===== src/hdl/issue_pkg.sv =====
// shared types for the four-thread issue slice; depths are fixed here, unused opcodes act as nop
`default_nettype none

package issue_pkg;

	// number of hardware thread slots offering instructions to the issue stage
	localparam int num_threads = 4;

	typedef logic [$clog2(num_threads)-1:0] thread_id_t;

	// opcode values not listed here decode as nop and never write back
	typedef enum logic [3:0] {
		nop = 4'd0,
		add = 4'd1,
		sub = 4'd2,
		op_and = 4'd3,
		op_xor = 4'd4,
		mac = 4'd8
	} opcode_t;

	// two 12-bit immediates for the short operations
	typedef struct packed {
		opcode_t opcode;
		logic [3:0] dest;
		logic [11:0] operand_a;
		logic [11:0] operand_b;
	} alu_form_t;

	// the multiply-accumulate computes mul_a * mul_b + addend
	typedef struct packed {
		opcode_t opcode;
		logic [3:0] dest;
		logic [7:0] mul_a;
		logic [7:0] mul_b;
		logic [7:0] addend;
	} mac_form_t;

	// the opcode sits in bits 31:28 in both forms, so either view can be used to decode it
	typedef union packed {
		alu_form_t alu_fields;
		mac_form_t mac_fields;
	} instruction_t;

	// cycles from the grant cycle to writeback valid for a single-cycle operation
	localparam int single_latency = 3;

	// extra cycles on the mac path, which is also the depth of the hazard tracker
	localparam int multi_extra_stages = 3;

	// results are zero-extended; sub wraps modulo 2^24
	typedef logic [23:0] result_t;

	typedef struct packed {
		logic valid;
		thread_id_t thread;
		logic [3:0] dest;
		result_t result;
	} writeback_t;

	// one issued operation as it leaves the selector towards both execute paths
	typedef struct packed {
		logic valid;
		thread_id_t thread;
		instruction_t instruction;
	} exec_op_t;

endpackage

`default_nettype wire


===== src/hdl/execute_hazard_detect.sv =====
// protects the writeback merge only; assumes the mac path is exactly multi_extra_stages longer
`timescale 1ns/100ps
`default_nettype none

module execute_hazard_detect
	import issue_pkg::*;
(
	input wire clk,
	input wire reset_n,
	input wire [num_threads-1:0] single_cycle,
	input wire [num_threads-1:0] multi_cycle,
	input wire [num_threads-1:0] issue_oh,
	output logic [num_threads-1:0] execute_hazard
);

	// one bit per cycle of extra mac latency; a set bit means a mac result
	// will reach the merge in the slot a single-cycle op issued now would use
	logic [multi_extra_stages-1:0] merge_slot_busy;
	logic issued_multi_cycle;

	// issue_oh is one-hot or zero, so this is the class of the instruction
	// being granted this cycle
	assign issued_multi_cycle = |(issue_oh & multi_cycle);

	// a mac granted in cycle t shows up in the oldest bit in cycle t+3,
	// which is when a single-cycle op would finish together with it
	always_ff @(posedge clk or negedge reset_n)
	begin
		if (!reset_n)
		begin
			merge_slot_busy <= '0;
		end
		else
		begin
			merge_slot_busy <= {merge_slot_busy[multi_extra_stages-2:0], issued_multi_cycle};
		end
	end

	// only single-cycle candidates are held back
	// a mac or nop candidate can still issue in the busy slot
	assign execute_hazard = {num_threads{merge_slot_busy[multi_extra_stages-1]}} & single_cycle;

endmodule

`default_nettype wire


===== src/hdl/execute_merge.sv =====
// registered writeback mux with no arbitration; relies on the hazard tracker to keep inputs apart
`timescale 1ns/100ps
`default_nettype none

module execute_merge
	import issue_pkg::*;
(
	input wire clk,
	input wire reset_n,
	input wire writeback_t single_result,
	input wire writeback_t multi_result,
	output writeback_t writeback
);

	writeback_t selected;

	// the mac path takes priority, though both valid together cannot happen
	// while single-cycle issue is held off in the matching slot
	always_comb
	begin
		if (multi_result.valid)
		begin
			selected = multi_result;
		end
		else
		begin
			// when neither is valid this passes an invalid word through
			selected = single_result;
		end
	end

	// the writeback port has no ready signal, every valid result is taken
	always_ff @(posedge clk or negedge reset_n)
	begin
		if (!reset_n)
		begin
			writeback <= '0;
		end
		else
		begin
			writeback <= selected;
		end
	end

endmodule

`default_nettype wire


===== src/hdl/issue_execute_top.sv =====
// issue and execute slice top; threads hold instruction while valid, writeback has no back-pressure
`timescale 1ns/100ps
`default_nettype none

module issue_execute_top
	import issue_pkg::*;
(
	input wire clk,
	input wire reset_n,
	input wire instruction_t instruction [num_threads],
	input wire [num_threads-1:0] thread_valid,
	output logic [num_threads-1:0] issue_ack,
	output writeback_t writeback
);

	logic [num_threads-1:0] single_cycle;
	logic [num_threads-1:0] multi_cycle;
	logic [num_threads-1:0] execute_hazard;
	logic [num_threads-1:0] eligible;
	logic [num_threads-1:0] issue_oh;
	thread_id_t issue_thread;
	exec_op_t exec_op;
	writeback_t single_result;
	writeback_t multi_result;

	// one classifier per thread, shared by the hazard tracker and the path accepts
	for (genvar i = 0; i < num_threads; i++)
	begin : decode
		latency_decoder decoder (
			.instruction(instruction[i]),
			.single_cycle_result(single_cycle[i]),
			.multi_cycle_result(multi_cycle[i])
		);
	end

	execute_hazard_detect hazard_detect (
		.clk(clk),
		.reset_n(reset_n),
		.single_cycle(single_cycle),
		.multi_cycle(multi_cycle),
		.issue_oh(issue_oh),
		.execute_hazard(execute_hazard)
	);

	// a hazarded thread simply sits out this cycle's arbitration
	assign eligible = thread_valid & ~execute_hazard;

	thread_select selector (
		.clk(clk),
		.reset_n(reset_n),
		.eligible(eligible),
		.issue_oh(issue_oh),
		.issue_thread(issue_thread)
	);

	assign issue_ack = issue_oh;

	// the same operation goes to both paths, each accepts only its own class
	assign exec_op = '{valid: |issue_oh, thread: issue_thread,
		instruction: instruction[issue_thread]};

	single_cycle_alu alu (
		.clk(clk),
		.reset_n(reset_n),
		.op(exec_op),
		.accept(single_cycle[issue_thread]),
		.result(single_result)
	);

	multi_cycle_pipeline mac_pipe (
		.clk(clk),
		.reset_n(reset_n),
		.op(exec_op),
		.accept(multi_cycle[issue_thread]),
		.result(multi_result)
	);

	execute_merge merge (
		.clk(clk),
		.reset_n(reset_n),
		.single_result(single_result),
		.multi_result(multi_result),
		.writeback(writeback)
	);

endmodule

`default_nettype wire


===== src/hdl/latency_decoder.sv =====
// pure combinational opcode classifier; any opcode outside the alu set and mac counts as neither
`timescale 1ns/100ps
`default_nettype none

module latency_decoder
	import issue_pkg::*;
(
	input wire instruction_t instruction,
	output logic single_cycle_result,
	output logic multi_cycle_result
);

	// the opcode field is at the same place in both instruction forms,
	// so the alu view is enough to classify the word
	always_comb
	begin
		case (instruction.alu_fields.opcode)
			add, sub, op_and, op_xor:
			begin
				single_cycle_result = 1'b1;
				multi_cycle_result = 1'b0;
			end
			mac:
			begin
				single_cycle_result = 1'b0;
				multi_cycle_result = 1'b1;
			end
			default:
			begin
				// nop and every unused encoding issue without a writeback
				single_cycle_result = 1'b0;
				multi_cycle_result = 1'b0;
			end
		endcase
	end

endmodule

`default_nettype wire


===== src/hdl/multi_cycle_pipeline.sv =====
// fully pipelined unsigned 8x8 multiply plus 8-bit addend; accepts one new mac every cycle
`timescale 1ns/100ps
`default_nettype none

module multi_cycle_pipeline
	import issue_pkg::*;
(
	input wire clk,
	input wire reset_n,
	input wire exec_op_t op,
	input wire accept,
	output writeback_t result
);

	// thread and dest ride alongside the data through every stage
	typedef struct packed {
		thread_id_t thread;
		logic [3:0] dest;
	} mac_tag_t;

	// index 0 is the issue register, 1 to 4 are the mac stages
	logic [4:0] valid_pipe;
	mac_tag_t tag_pipe [5];

	mac_form_t issue_fields;
	logic [7:0] s1_mul_a;
	logic [7:0] s1_mul_b;
	logic [7:0] s1_addend;
	logic [11:0] s2_partial_low;
	logic [11:0] s2_partial_high;
	logic [7:0] s2_addend;
	logic [15:0] s3_product;
	logic [7:0] s3_addend;
	result_t s4_value;

	always_ff @(posedge clk or negedge reset_n)
	begin
		if (!reset_n)
		begin
			valid_pipe <= '0;
		end
		else
		begin
			valid_pipe <= {valid_pipe[3:0], op.valid & accept};
		end
	end

	always_ff @(posedge clk)
	begin
		if (op.valid && accept)
		begin
			tag_pipe[0] <= '{thread: op.thread, dest: op.instruction.mac_fields.dest};
			issue_fields <= op.instruction.mac_fields;
		end
		for (int i = 1; i < 5; i++)
		begin
			tag_pipe[i] <= tag_pipe[i-1];
		end

		// stage 1 latches the operands out of the issue register
		s1_mul_a <= issue_fields.mul_a;
		s1_mul_b <= issue_fields.mul_b;
		s1_addend <= issue_fields.addend;

		// stage 2 splits the multiplier into two nibbles, one partial product each
		s2_partial_low <= s1_mul_a * s1_mul_b[3:0];
		s2_partial_high <= s1_mul_a * s1_mul_b[7:4];
		s2_addend <= s1_addend;

		// stage 3 recombines the partial products into the full 16-bit product
		s3_product <= 16'(s2_partial_low) + {s2_partial_high, 4'b0000};
		s3_addend <= s2_addend;

		// stage 4 accumulates, the sum never exceeds 16 bits so nothing wraps
		s4_value <= result_t'(s3_product) + result_t'(s3_addend);
	end

	assign result = '{valid: valid_pipe[4], thread: tag_pipe[4].thread, dest: tag_pipe[4].dest,
		result: s4_value};

endmodule

`default_nettype wire


===== src/hdl/single_cycle_alu.sv =====
// two-register short path for add, sub, and, xor; operands are taken as unsigned 12-bit values
`timescale 1ns/100ps
`default_nettype none

module single_cycle_alu
	import issue_pkg::*;
(
	input wire clk,
	input wire reset_n,
	input wire exec_op_t op,
	input wire accept,
	output writeback_t result
);

	logic issue_valid;
	thread_id_t issue_thread;
	alu_form_t issue_fields;

	logic alu_valid;
	thread_id_t alu_thread;
	logic [3:0] alu_dest;
	result_t alu_value;
	result_t next_value;

	// the valid bits track which of the two stages holds a live operation
	always_ff @(posedge clk or negedge reset_n)
	begin
		if (!reset_n)
		begin
			issue_valid <= 1'b0;
			alu_valid <= 1'b0;
		end
		else
		begin
			issue_valid <= op.valid & accept;
			alu_valid <= issue_valid;
		end
	end

	// the issue register only loads when this path owns the operation
	always_ff @(posedge clk)
	begin
		if (op.valid && accept)
		begin
			issue_thread <= op.thread;
			issue_fields <= op.instruction.alu_fields;
		end
	end

	// operands are widened first so that sub wraps in the full result width
	always_comb
	begin
		case (issue_fields.opcode)
			add: next_value = result_t'(issue_fields.operand_a) + result_t'(issue_fields.operand_b);
			sub: next_value = result_t'(issue_fields.operand_a) - result_t'(issue_fields.operand_b);
			op_and: next_value = result_t'(issue_fields.operand_a & issue_fields.operand_b);
			op_xor: next_value = result_t'(issue_fields.operand_a ^ issue_fields.operand_b);
			default: next_value = '0;
		endcase
	end

	always_ff @(posedge clk)
	begin
		alu_thread <= issue_thread;
		alu_dest <= issue_fields.dest;
		alu_value <= next_value;
	end

	assign result = '{valid: alu_valid, thread: alu_thread, dest: alu_dest, result: alu_value};

endmodule

`default_nettype wire


===== src/hdl/thread_select.sv =====
// combinational round-robin grant; eligible must already exclude hazarded threads
`timescale 1ns/100ps
`default_nettype none

module thread_select
	import issue_pkg::*;
(
	input wire clk,
	input wire reset_n,
	input wire [num_threads-1:0] eligible,
	output logic [num_threads-1:0] issue_oh,
	output thread_id_t issue_thread
);

	// thread with the highest priority in the next search
	thread_id_t rr_pointer;

	// walk the threads starting at the pointer and take the first eligible one
	always_comb
	begin
		thread_id_t candidate;
		logic found;

		issue_oh = '0;
		found = 1'b0;

		// with nothing eligible the index is a don't care, since the
		// issued operation is marked invalid at the top
		issue_thread = rr_pointer;

		for (int i = 0; i < num_threads; i++)
		begin
			// the index wraps naturally in the thread id width
			candidate = rr_pointer + thread_id_t'(i);
			if (!found && eligible[candidate])
			begin
				found = 1'b1;
				issue_thread = candidate;
				issue_oh[candidate] = 1'b1;
			end
		end
	end

	// after a grant the thread just served drops to the lowest priority,
	// an idle cycle leaves the order unchanged
	always_ff @(posedge clk or negedge reset_n)
	begin
		if (!reset_n)
		begin
			rr_pointer <= '0;
		end
		else if (|eligible)
		begin
			rr_pointer <= issue_thread + thread_id_t'(1);
		end
	end

endmodule

`default_nettype wire


===== config.mk =====
export PLATFORM = sky130hd
export DESIGN_NAME = issue_execute_top
export DESIGN_NICKNAME = d
export VERILOG_FILES = /design/src/hdl/issue_pkg.sv /design/src/hdl/execute_hazard_detect.sv /design/src/hdl/execute_merge.sv /design/src/hdl/issue_execute_top.sv /design/src/hdl/latency_decoder.sv /design/src/hdl/multi_cycle_pipeline.sv /design/src/hdl/single_cycle_alu.sv /design/src/hdl/thread_select.sv
export SDC_FILE = /design/constraint.sdc
export NUM_CORES = 1
export LEC_CHECK = 0
export BUFFER_PORTS_ARGS = -buffer_cell sky130_fd_sc_hd__buf_4
export CAP_MARGIN = 20
export CORE_MARGIN = 2
export CORE_UTILIZATION = 53
export DETAILED_ROUTE_END_ITERATION = 16
export PLACE_DENSITY = 0.82
export SYNTH_ARGS = -nofsm -noshare
export SYNTH_HDL_FRONTEND = slang
export SYNTH_HIERARCHICAL = 1
export SYNTH_SLANG_ARGS = --single-unit

===== constraint.sdc =====
create_clock -name clk -period 3.7 [get_ports clk]
set_input_delay 0.37 -clock clk [delete_from_list [all_inputs] [get_ports clk]]
set_output_delay 0.37 -clock clk [all_outputs]
set_load 0.01 [all_outputs]

# After elaboration in Yosys (flattened, before gate mapping)
# Memory sizes are Yosys's and may differ from the RTL's.
# Cells that the tools add are included.
# W data, S select, Z words.
dict set report totals {
  ff_bits 228
  ram_bits 30
  input_bits 134
  out_inout_bits 35
  word_cells 150
  mem_count 1
}
# memory depth word_bits read_ports rd_ports_with_merged_regs write_ports line
set memory_table {}
lappend memory_table {mac_pipe.tag_pipe 5 6 5 0 5 multi_cycle_pipeline.sv:23} ;# mac_tag_t tag_pipe [5];
dict set report op_classes {
  add_sub_neg 8
  multipliers 2
  magnitude_cmp 10
  eq_ne 24
  muxes 45
  bitwise 12
  n_reduce_logical 19
}
# cell n
set op_table {}
lappend op_table {{$pmux W24 S4} 1}
lappend op_table {{$bmux W32 S2} 1}
lappend op_table {{$mux W32} 2}
lappend op_table {{$eq A4 B2 Y1 const B} 10}
lappend op_table {{$mux W31} 1}
lappend op_table {{$reduce_or A4 Y1} 7}
lappend op_table {{$mul A8 B4 Y12} 2}
lappend op_table {{$mux W1} 23}
lappend op_table {{$eq A4 B1 Y1 const B} 5}
lappend op_table {{$eq A4 B3 Y1 const B} 5}
lappend op_table {{$add A16 B8 Y17} 1}
lappend op_table {{$add A12 B16 Y16} 1}
lappend op_table {{$eq A4 B4 Y1 const B} 4}
lappend op_table {{$mux W4} 4}
lappend op_table {{$lt A2 B3 Y1 const B} 5}
lappend op_table {{$add A12 B12 Y13} 1}
lappend op_table {{$sub A12 B12 Y13} 1}
lappend op_table {{$and A12 B12 Y12} 1}
lappend op_table {{$and A4 B4 Y4} 3}
lappend op_table {{$bmux W1 S2} 6}
lappend op_table {{$or A4 B4 Y4} 3}
lappend op_table {{$xor A12 B12 Y12} 1}
lappend op_table {{$logic_and A1 B1 Y1} 9}
lappend op_table {{$demux W1 S2} 4}
lappend op_table {{9 further kinds} 19}

# Depth between registers and ports, before layout
# Gate-level depths: netlist of the first run.
dict set report logic_depth {
  word_depth 23
  ltp_mapped 13
  ltp_nobuf 12
}

# Modules after synthesis
# The synthesis of the first run kept the hierarchy.
# mod instances cells_per_inst area_per_inst_um2 seq_area_each_um2
set by_module_without_submodules {}
lappend by_module_without_submodules {multi_cycle_pipeline 1 530 6348.6 3448.3}
lappend by_module_without_submodules {single_cycle_alu 1 282 2997.9 1471.4}
lappend by_module_without_submodules {execute_merge 1 65 1153.6 775.7}
lappend by_module_without_submodules {issue_execute_top 1 47 903.4 0.0}
lappend by_module_without_submodules {thread_select 1 91 684.4 50.0}
lappend by_module_without_submodules {latency_decoder 4 4 37.5 0.0}
lappend by_module_without_submodules {execute_hazard_detect 1 10 118.9 75.1}

# Worst setup path before layout of the first run
# No wires, ideal clock.
dict set report synth_timing {
  path_type {flip-flop to flip-flop}
  from {reg selector.rr_pointer[0]}
  to {reg alu/issue_fields[0] in the netlist's numbering, enable pin}
  setup_ps 418
  t_arrival_ps 3513
  required_ps 3282
  path_slack_ps -231
  path_stages_with_launch 12
  path_buffers 3
  period_less_slack_ps 3931
  cell_sequence {dfrtp_1 -> buf_2 -> buf_2 -> inv_1 -> ha_1 -> clkbuf_1 -> mux4_2 -> a22oi_1 -> nor2_1 -> a221o_1 -> or4_1 -> and2_1}
}
# item line
set synth_rtl {}
lappend synth_rtl {{start: declaration} thread_select.sv:16} ;# thread_id_t rr_pointer;
lappend synth_rtl {{start signal: assignment} thread_select.sv:54} ;# rr_pointer <= issue_thread + thread_id_t'(1);
lappend synth_rtl {{end signal: assignment} single_cycle_alu.sv:46} ;# issue_fields <= op.instruction.alu_fields;
lappend synth_rtl {{end: declaration} single_cycle_alu.sv:17} ;# alu_form_t issue_fields;

==> flow_summary.toml, run 1 <==
[sta]
worst_slack_ns = 0.283
rsz0062_at_grt = "no"
period_share_pct = 92.4
setup_tns_ns = 0
slew_headroom_pct = 53.9
setup_viol = 0
final_hold_viol_count = 0
fin_skew_ns = 0.00975
fmax_ghz = 0.293
fin_crit_ns = 3.42
slew_viol_final = 0
tightest_slew_ns = 0.691

[logic_synthesis]
ys_types = 87
synth_area_mm2 = 0.0124
ys_async_sr_fraction_pct = 17.3
synth_top_area_share_pct = 22.8
synthTopCellsByArea = "dfxtp_1 (23%), edfxtp_1 (16%), dfrtp_1 (8.7%)"
synth-main-ff-cell = "dfxtp_1"
seq_area_frac_synth_pct = 47.1
synth_compound_area_share_pct = 11.4
synth.largest_area_cell = "dfxtp_1"
synth_warnings = 6
muxShareOfSynthArea_pct = 9.84
netlist_instances = 1041
synth-simple-area-share_pct = 11.5
synth_top_family_by_area = "adder cells"
synth_fa_ha_area_share_pct = 12.3
synth-seq-cells = 248
avgSynthCellArea_um2 = 11.9
synth_edf_count = 64
synth-xor-area-share_pct = 2.55

[critical_path]
cp-start-kind = "flip-flop"
worstPathMaxFanout = 31
cp_slowest_cell = "or4_1"
cpMostUsedCell = "nor2_1"
cp-end-kind = "flip-flop"
required_ns = 3.96
criticalPathCategory = "flip-flop to flip-flop"
crit_chain = "and2_1, nor2b_1, mux4_2, nor2_1, a22oi_1, nor2_1, a221o_1, or4_1, and2_2, buf_12"
critPathMaxStageDelay_ns = 0.55
crit_arrival_ns = 3.67

[detailed_routing]
final_antenna_net_count = 0
routedWlPerCell_um = 17.4
met1_length_um = 11300
wl_um = 26900
drtPass1Iterations = 6
wl_met3_um = 2180
highest_layer = "met4"
wl_met2_um = 12600
drc = 0
vias = 8519
drtIter0Drc = 601
drt-vias-per-instance = 5.53

[floorplanning]
rows = 55
core-area_mm2 = 0.0228
fp.dieW_um = 157
initial_core_util_pct = 54.2
ios = 169
die_h_um = 157
die_area_mm2 = 0.0246

[place]
dpl.hpwl_um = 20600
port_buffers = 168
place_ws_ns = -0.00445
gp_congestion = 0.897
dp_cells = 1496

[clock_tree]
root_buffer = "clkbuf_16"
postCtsResizedCells = 0
cts_tree = "built"
post_cts_buffers = 0
clk_path_buf_depth = 3
clock_latency_ns = 0.51
numCtsBuffers = 24
cts_max_level = 1
cts.sinks = 248
cts.clk_slew.worst_paths_ns = 0.06

[global_route]
grt_pass1_vias = 8503
track_usage_pct = 22.2
grt_pass1_wl_um = 43000
grt_overflow = 0
grt_max_degree = 44
antenna_found_initial = 0

[run_status]
outcome = "complete, no violations"

[min_path]
hold_class = "primary input to flip-flop"

[pwr]
power.leakage_nw = 6.47
ir_drop_uv = 440
power_density_mw_per_mm2 = 983

[layout]
final_cells = 1541
fin_nets = 1449
area_growth_pct = 18.4
diodes = 0
drive_gt1_share_pct = 25.9
fillCellCount = 1698

[job]
maxCapViolCount = 0
## per-stage QoR
step | util (%) | total power, mW | instance area (um2) | hold slack (ns)
2_1_floorplan | - | 10.1 | 12400 | 0.0744
6_report | 64.3 | 14.4 | 14600 | 0.270
5_1_grt | 64.3 | 15.4 | 14600 | 0.255
4_1_cts | 64.3 | 14.4 | 14600 | 0.255
3_3_place_gp | 60.7 | 11.7 | 13800 | 0.310
3_5_place_dp | 60.7 | 11.9 | 13800 | 0.312
## worst max-delay path, delay by kind of cell (launching register included)
| family | cells | cell delay, ns |
|---|---|---|
| multiplexers | 1 | 0.44 |
| buffers and inverters | 1 | 0.17 |
| AO/OA/AOI/OAI | 2 | 0.44 |
| flip-flops | 1 | 0.43 |
| AND/OR/NAND/NOR | 6 | 1.67 |
## metal layers
| layer | vias to the layer above | track usage (%) |
|---|---|---|
| li1 | 4058 | - |
| met3 | 53 | 4.65 |
| met4 | 0 | 6.55 |
| met2 | 369 | 36.8 |
| met1 | 4039 | 29.6 |
| met5 | - | 0 |
## synthesized netlist by cell type (4+ instances only)
library cell	number
dfxtp_1	141
inv_1	79
ha_1	77
edfxtp_1	64
nand2_1	60
and2_1	51
nor2_1	46
a21oi_1	43
dfrtp_1	43
mux2_2	32
mux4_2	32
fa_1	28
o21ai_0	25
xnor2_1	22
buf_4	19
nor3_1	19
nor2b_1	16
a21o_1	14
xor2_1	14
clkbuf_1	11
buf_2	10
nand2b_1	10
o21a_1	10
a221o_1	9
a22oi_1	7
nand3_1	7
o21ai_1	7
a31oi_1	6
buf_6	6
o2111ai_1	6
a211oi_1	5
and3_1	5
and4_1	5
or3_1	5
a221oi_1	4
mux4_1	4
nand4_1	4
nor3_2	4
nor4b_2	4
o211ai_1	4
o221ai_1	4
o22ai_1	4
or2_2	4
## path summary, 6_finish.rpt
check                                                            from                                 end  slack [ns]  cells after the start
setup reg to reg           hazard_detect/merge_slot_busy[2]$_DFF_PN0_  mac_pipe/issue_fields[7]$_DFFE_PP_        0.28                     10
setup / recovery           hazard_detect/merge_slot_busy[2]$_DFF_PN0_  mac_pipe/issue_fields[7]$_DFFE_PP_        0.28                     10
hold / removal                                        instruction[40]       alu/issue_fields[8]$_DFFE_PP_        0.27                      2
max in group asynchronous                                     reset_n        merge/writeback[4]$_DFF_PN0_        2.94                      2
hold reg to reg                       mac_pipe/tag_pipe[2][3]$_DFF_P_     mac_pipe/tag_pipe[3][3]$_DFF_P_        0.32                      0
min in group asynchronous                                     reset_n       merge/writeback[23]$_DFF_PN0_        0.39                      2
## repair_timing
item / CTS / global route
hold endpoints to repair: 43 / 0
hold buffers: 1 / 0
setup endpoints to repair: 0 / 0
## registers in the layout (all words and copies together) (netlist names), 12 cells and up
name and cells:
mac_pipe/s2_partial_low 12, mac_pipe/tag_pipe 30, alu/issue_fields 32, mac_pipe/issue_fields 24
mac_pipe/s4_value 17, mac_pipe/s3_product 16, alu/alu_value 14, mac_pipe/s2_partial_high 12
merge/writeback 31
## placed cells by master (no fill, tap or decap), drive strengths merged, types with 5 or more instances in the layout
master,count
buf,185
dfxtp,141
inv,83
ha,77
edfxtp,64
nand2,60
and2,52
nor2,46
a21oi,45
dfrtp,43
mux4,36
mux2,32
o21ai,32
fa,28
clkbuf,26
nor3,23
xnor2,22
nor2b,16
a21o,14
xor2,14
nand2b,11
o21a,10
a221o,9
a22oi,7
nand3,7
conb,7
o2111ai,7
a211oi,7
clkinv,7
a31oi,6
and4,6
or3,5
and3,5
o22ai,5
nor4b,5
clkinvlp,5
## logic make-up after synthesis
group                      count (synthesis)
adders and majority gates                105
AOI/OAI and AO/OA                        194
xor gates and xnor gates                  36
buffers and inverters                    128
and+or+nand+nor                          258
other                                      1
DFF                                      248
muxes                                     71
## layout make-up
class	count	area [um2]	area share, %
Clock inverter	18	160	1.09
Tap cell	313	392	2.68
Clock buffer	26	629	4.30
Multi-Input combinational cell	671	5910	40.4
Sequential cell	248	5820	39.8
Timing Repair Buffer	186	1420	9.73
Inverter	79	297	2.03
## where the power goes
group,internal (mW),switching [mW],leakage [nW]
clock network,1.38,1.01,0.377
logic,3.30,3.99,3.75
registers,4.15,0.555,2.34
Power figures use the tool's default switching activity.
==> run 2, diff against run 1 <==
--- a/config.mk
+++ b/config.mk
@@ -7,7 +7,7 @@
 export LEC_CHECK = 0
 export BUFFER_PORTS_ARGS = -buffer_cell sky130_fd_sc_hd__buf_4
 export CAP_MARGIN = 20
-export CORE_MARGIN = 2
+export CORE_MARGIN = 10
 export CORE_UTILIZATION = 53
 export DETAILED_ROUTE_END_ITERATION = 16
 export PLACE_DENSITY = 0.82
==> flow_summary.toml, run 2 (synthesis results as in run 1) <==
[global_route]
grt_max_degree = 44
grt_overflow = 0
grt_pass1_wl_um = 45300
track_usage_pct = 18.2
grt_pass1_vias = 8654
antenna_found_initial = 0

[clock_tree]
cts.sinks = 248
root_buffer = "clkbuf_16"
numCtsBuffers = 24
clk_path_buf_depth = 3
cts_tree = "built"
clock_latency_ns = 0.51
cts_max_level = 1
post_cts_buffers = 0
cts.clk_slew.worst_paths_ns = 0.06

[detailed_routing]
wl_um = 27900
drc = 0
drt-vias-per-instance = 5.53
drtPass1Iterations = 5
final_antenna_net_count = 0
routedWlPerCell_um = 18.1
drtIter0Drc = 727
vias = 8531

[sta]
hold_slack_ns = 0.270
rsz0062_at_grt = "no"
period_share_pct = 93.6
fin_skew_ns = 0.00879
tightest_slew_ns = 0.756
slew_viol_final = 0
final_hold_viol_count = 0
fin_crit_ns = 3.46
slew_headroom_pct = 49.6
fmax_ghz = 0.289
setup_viol = 0
setup_tns_ns = 0

[critical_path]
cp-end-kind = "flip-flop"
r2r-start = "selector/rr_pointer[1]$_DFFE_PN0P_"
required_ns = 3.86
reg2reg_depth = 9
worstPathMaxFanout = 31
cp-start-kind = "flip-flop"
crit_end = "mac_pipe/issue_fields[0]$_DFFE_PP_"
r2r-end = "mac_pipe/issue_fields[0]$_DFFE_PP_"
regToRegSetupSlack_ns = 0.24
crit_arrival_ns = 3.62
criticalPathCategory = "flip-flop to flip-flop"
cp-startpoint = "selector/rr_pointer[1]$_DFFE_PN0P_"

[min_path]
hold_class = "primary input to flip-flop"

[floorplanning]
ios = 169
fp.dieW_um = 173
core-area_mm2 = 0.0228
rows = 55
die_area_mm2 = 0.0298
die_h_um = 173
initial_core_util_pct = 54.2

[run_status]
outcome = "complete, no violations"

[layout]
diodes = 0
stdcell_area_mm2 = 0.0146
seqCellArea_mm2 = 0.00582
fillCellCount = 1697
mostFrequentLayoutCell = "buf_4"
most-common-layout-cells = "buf_4 (187), dfxtp_1 (141), inv_1 (79)"
area_growth_pct = 18.4
largest_reg_flops = 32
final_cells = 1544
multiInputGateArea_mm2 = 0.00592
top_register = "alu/issue_fields"
reg_top3 = "alu/issue_fields: 32 flops, merge/writeback: 31 flops, mac_pipe/tag_pipe: 30 flops"
drive_gt1_share_pct = 25.8
fin_nets = 1452

[place]
port_buffers = 168
dpl.hpwl_um = 21800
gp_congestion = 0.877
dp_cells = 1499
placed_cell_area_mm2 = 0.0138

[pwr]
power_density_mw_per_mm2 = 980
power.leakage_nw = 6.47
ir_drop_uv = 539

[job]
maxCapViolCount = 0
-- run 2: worst min-delay path by stage --
stage / startpoint / end / slack, ns / cells after the start
finish: instruction[96] / alu/issue_fields[0]$_DFFE_PP_ / 0.27 / 2
global route: instruction[122] / mac_pipe/tag_pipe[0][2]$_DFFE_PP_ / 0.27 / 2
CTS: instruction[28] / hazard_detect/merge_slot_busy[0]$_DFF_PN0_ / 0.25 / 4
detailed placement: mac_pipe/tag_pipe[2][4]$_DFF_P_ / mac_pipe/tag_pipe[3][4]$_DFF_P_ / 0.31 / 0
global placement: mac_pipe/s1_addend[2]$_DFF_P_ / mac_pipe/s2_addend[2]$_DFF_P_ / 0.31 / 0
floorplan: reset_n / alu/alu_valid$_DFF_PN0_ / 0.07 / 0
-- run 2: final cells by class --
type / instances / share of cell area, %
Sequential cell: 248 / 39.8
Inverter: 79 / 2.03
Clock inverter: 15 / 0.599
Timing Repair Buffer: 189 / 9.80
Multi-Input combinational cell: 671 / 40.4
Tap cell: 313 / 2.68
Clock buffer: 29 / 4.66
-- run 2: what timing repair did --
item,CTS,global route
setup endpoints to repair,0,21
hold endpoints to repair,43,0
hold buffers,1,0
resized for setup,0,1
-- run 2: power by group --
part | switching (mW) | internal, mW
Combinational | 4.00 | 3.33
Clock | 0.998 | 1.32
Sequential | 0.531 | 4.15
Total | 5.53 | 8.80
-- run 2: layer usage --
| metal | wire length, um | part of all wire [%] | GRT usage (%) |
|---|---|---|---|
| met5 | 0 | 0 | 0 |
| met4 | 537 | 1.9 | 4.20 |
| met3 | 2250 | 8.1 | 4.03 |
| met2 | 12900 | 46 | 29.8 |
| met1 | 12200 | 44 | 24.1 |
-- run 2: critical path: stages (launching register included) --
cell and delay (ns):
dfrtp_1 0.37, inv_1 0.08, ha_1 0.53, mux4_2 0.40, buf_4 0.16, a22oi_1 0.21
nor2_1 0.07, a221o_1 0.30, or4_1 0.51, and2_2 0.46
-- run 2: through the flow --
step / worst slack, ns / total power [mW] / utilization [%]
2_1_floorplan: 0.0126 / 10.1 / -
3_3_place_gp: 0.0107 / 11.8 / 60.8
3_5_place_dp: -0.130 / 12.0 / 60.8
4_1_cts: 0.203 / 14.4 / 64.2
5_1_grt: 0.0552 / 15.4 / 64.2
6_report: 0.237 / 14.3 / 64.2
==> run 3, diff against run 2 <==
--- a/config.mk
+++ b/config.mk
@@ -5,12 +5,15 @@
 export SDC_FILE = /design/constraint.sdc
 export NUM_CORES = 1
 export LEC_CHECK = 0
+export ABC_AREA = 1
 export BUFFER_PORTS_ARGS = -buffer_cell sky130_fd_sc_hd__buf_4
 export CAP_MARGIN = 20
 export CORE_MARGIN = 10
 export CORE_UTILIZATION = 53
 export DETAILED_ROUTE_END_ITERATION = 16
+export GPL_ROUTABILITY_DRIVEN = 0
 export PLACE_DENSITY = 0.82
+export RECOVER_POWER = 100
 export SYNTH_ARGS = -nofsm -noshare
 export SYNTH_HDL_FRONTEND = slang
 export SYNTH_HIERARCHICAL = 1
==> flow_summary.toml, run 3 <==
[detailed_routing]
drtIter0Drc = 1258
final_antenna_net_count = 0
drtPass1Iterations = 9
vias = 11400
drc = 0
wl_um = 31900
routedWlPerCell_um = 13.9
drt-vias-per-instance = 4.95

[logic_synthesis]
netlist_top_cells_count = "nand2_1 (595), inv_1 (375), nand3_1 (160)"
synth_top_area_share_pct = 20.6
synth_area_mm2 = 0.0137
netlist_instances = 1814
ys_async_sr_fraction_pct = 17.3
ys_types = 43
yosysMostFrequentCell = "nand2_1"
synth-main-ff-cell = "dfxtp_1"
avgSynthCellArea_um2 = 7.55
seq_area_frac_synth_pct = 42.5
synth_warnings = 6
synth.largest_area_cell = "dfxtp_1"
synth_edf_count = 64
synth-seq-cells = 248
synthTopCellsByArea = "dfxtp_1 (21%), nand2_1 (16%), edfxtp_1 (14%)"

[layout]
drive_gt1_share_pct = 10.8
final_cells = 2296
top_register = "alu/issue_fields"
area_growth_pct = 14.2
largest_reg_flops = 32
diodes = 0
fillCellCount = 2124
mostFrequentLayoutCell = "nand2_1"
reg_top3 = "alu/issue_fields: 32 flops, merge/writeback: 31 flops, mac_pipe/tag_pipe: 30 flops"
fin_nets = 2187
most-common-layout-cells = "nand2_1 (598), inv_1 (377), nand3_1 (162)"

[job]
maxCapViolCount = 1

[place]
dp_cells = 2251
place_ws_ns = 0.316
dpl.hpwl_um = 25500
port_buffers = 168

[run_status]
violations = "capacitance limit, slew limit"
outcome = "finished, violations left"

[floorplanning]
ios = 169
fp.dieW_um = 181
initial_core_util_pct = 54.1
die_area_mm2 = 0.0327
rows = 58
die_h_um = 181
core-area_mm2 = 0.0253

[clock_tree]
cts.clk_slew.worst_paths_ns = 0.06
root_buffer = "clkbuf_16"
post_cts_buffers = 0
postCtsResizedCells = 0
clk_path_buf_depth = 3
clock_latency_ns = 0.53
cts_tree = "built"
holdBufCountCts = 1
cts_max_level = 1
numCtsBuffers = 24
cts.sinks = 248

[global_route]
grt_pass1_wl_um = 52600
antenna_found_initial = 0
grt_pass1_vias = 11000
grt_overflow = 0
met3_usage_pct = 4.22
use_met2_pct = 31.0
busiest_layer = "met2"
track_usage_pct = 18.8
met1_usage_pct = 24.0
grt_max_degree = 57

[min_path]
hold_class = "primary input to flip-flop"

[sta]
final_hold_viol_count = 0
fin_crit_ns = 3.48
period_share_pct = 94.0
setup_viol = 0
fin_skew_ns = 0.0286
fmax_ghz = 0.288
tightest_slew_ns = 2.39
rsz0062_at_grt = "no"
setup_tns_ns = 0
slew_viol_final = 44
worst_slack_ns = 0.222
slew_headroom_pct = -59.3

[critical_path]
crit_chain = "inv_6, ha_1, inv_1, nand3_1, nand2_2, nand2_2, nor2_4, nor2_1, nand2_2, nand2_1, inv_2, nand3_1, nand2_1, nand2_1, inv_1, buf_6"
criticalPathCategory = "flip-flop to flip-flop"
cp-end-kind = "flip-flop"
cp_slowest_cell = "dfrtp_1"
critPathMaxStageDelay_ns = 0.65
required_ns = 3.89
worstPathMaxFanout = 24
crit_arrival_ns = 3.67
regToRegSetupSlack_ns = 0.22
cp-start-kind = "flip-flop"
## run 3: changes by cell type after synthesis, sizes merged, moves of 10 or more
cell,delta
and2,-51
nor3,-17
mux4,-36
nand2b,-11
buf,+18
nor2,+39
xnor2,-13
nand2,+551
mux2,-32
inv,+305
nand3,+159
nand4,+10
nor2b,-16
## run 3: worst max-delay path: cells and delay by family, from the launching register on
kind | cells | cell delay (ns)
flops | 1 | 0.65
buf+inv | 5 | 1.05
simple gates | 10 | 1.05
fa+ha+maj | 1 | 0.38
## run 3: through the flow
stage                     utilization, %  hold WS (ns)  instance area (um2)
final                               61.8         0.243                15700
after global routing                61.8         0.262                15700
after floorplan                        -        0.0744                13700
after detailed placement            59.3         0.312                15000
after CTS                           62.5         0.231                15800
after global placement              59.3         0.310                15000
## run 3: path summary, 6_finish.rpt
check / startpoint / endpoint / cells after the start
min in group asynchronous: reset_n / merge/writeback[12]$_DFF_PN0_ / 2
max in group asynchronous: reset_n / selector/rr_pointer[1]$_DFFE_PN0P_ / 2
setup / recovery: selector/rr_pointer[0]$_DFFE_PN0P_ / mac_pipe/issue_fields[5]$_DFFE_PP_ / 16
hold reg to reg: mac_pipe/s1_addend[7]$_DFF_P_ / mac_pipe/s2_addend[7]$_DFF_P_ / 0
hold / removal: instruction[117] / alu/issue_fields[21]$_DFFE_PP_ / 5
setup reg to reg: selector/rr_pointer[0]$_DFFE_PN0P_ / mac_pipe/issue_fields[5]$_DFFE_PP_ / 16
## run 3: cell families after synthesis
logic type	synth area share (%)
simple gates	27.2
flops	42.5
fa+ha+maj	11.1
other cells	0.0274
buf+inv	13.9
xor+xnor	1.66
compound gates	3.63
## run 3: metal layers
| metal | vias up | part of all wire, % |
|---|---|---|
| li1 | 5726 | - |
| met1 | 5084 | 43 |
| met2 | 492 | 45 |
| met3 | 61 | 8.7 |
| met4 | 0 | 2.5 |
| met5 | - | 0 |
## run 3: cell type report
| cell class | instances | area, um2 | area share (%) |
|---|---|---|---|
| Multi-Input combinational cell | 1114 | 5970 | 38.2 |
| Sequential cell | 248 | 5820 | 37.2 |
| Inverter | 384 | 1450 | 9.24 |
| Timing Repair Buffer | 176 | 1200 | 7.67 |
| Clock buffer | 34 | 699 | 4.47 |
| Tap cell | 330 | 413 | 2.64 |
| Clock inverter | 10 | 100 | 0.639 |
Power of run 3 is not shown: default switching activity piles up to over one toggle a cycle in this logic, so the estimate is an artifact.
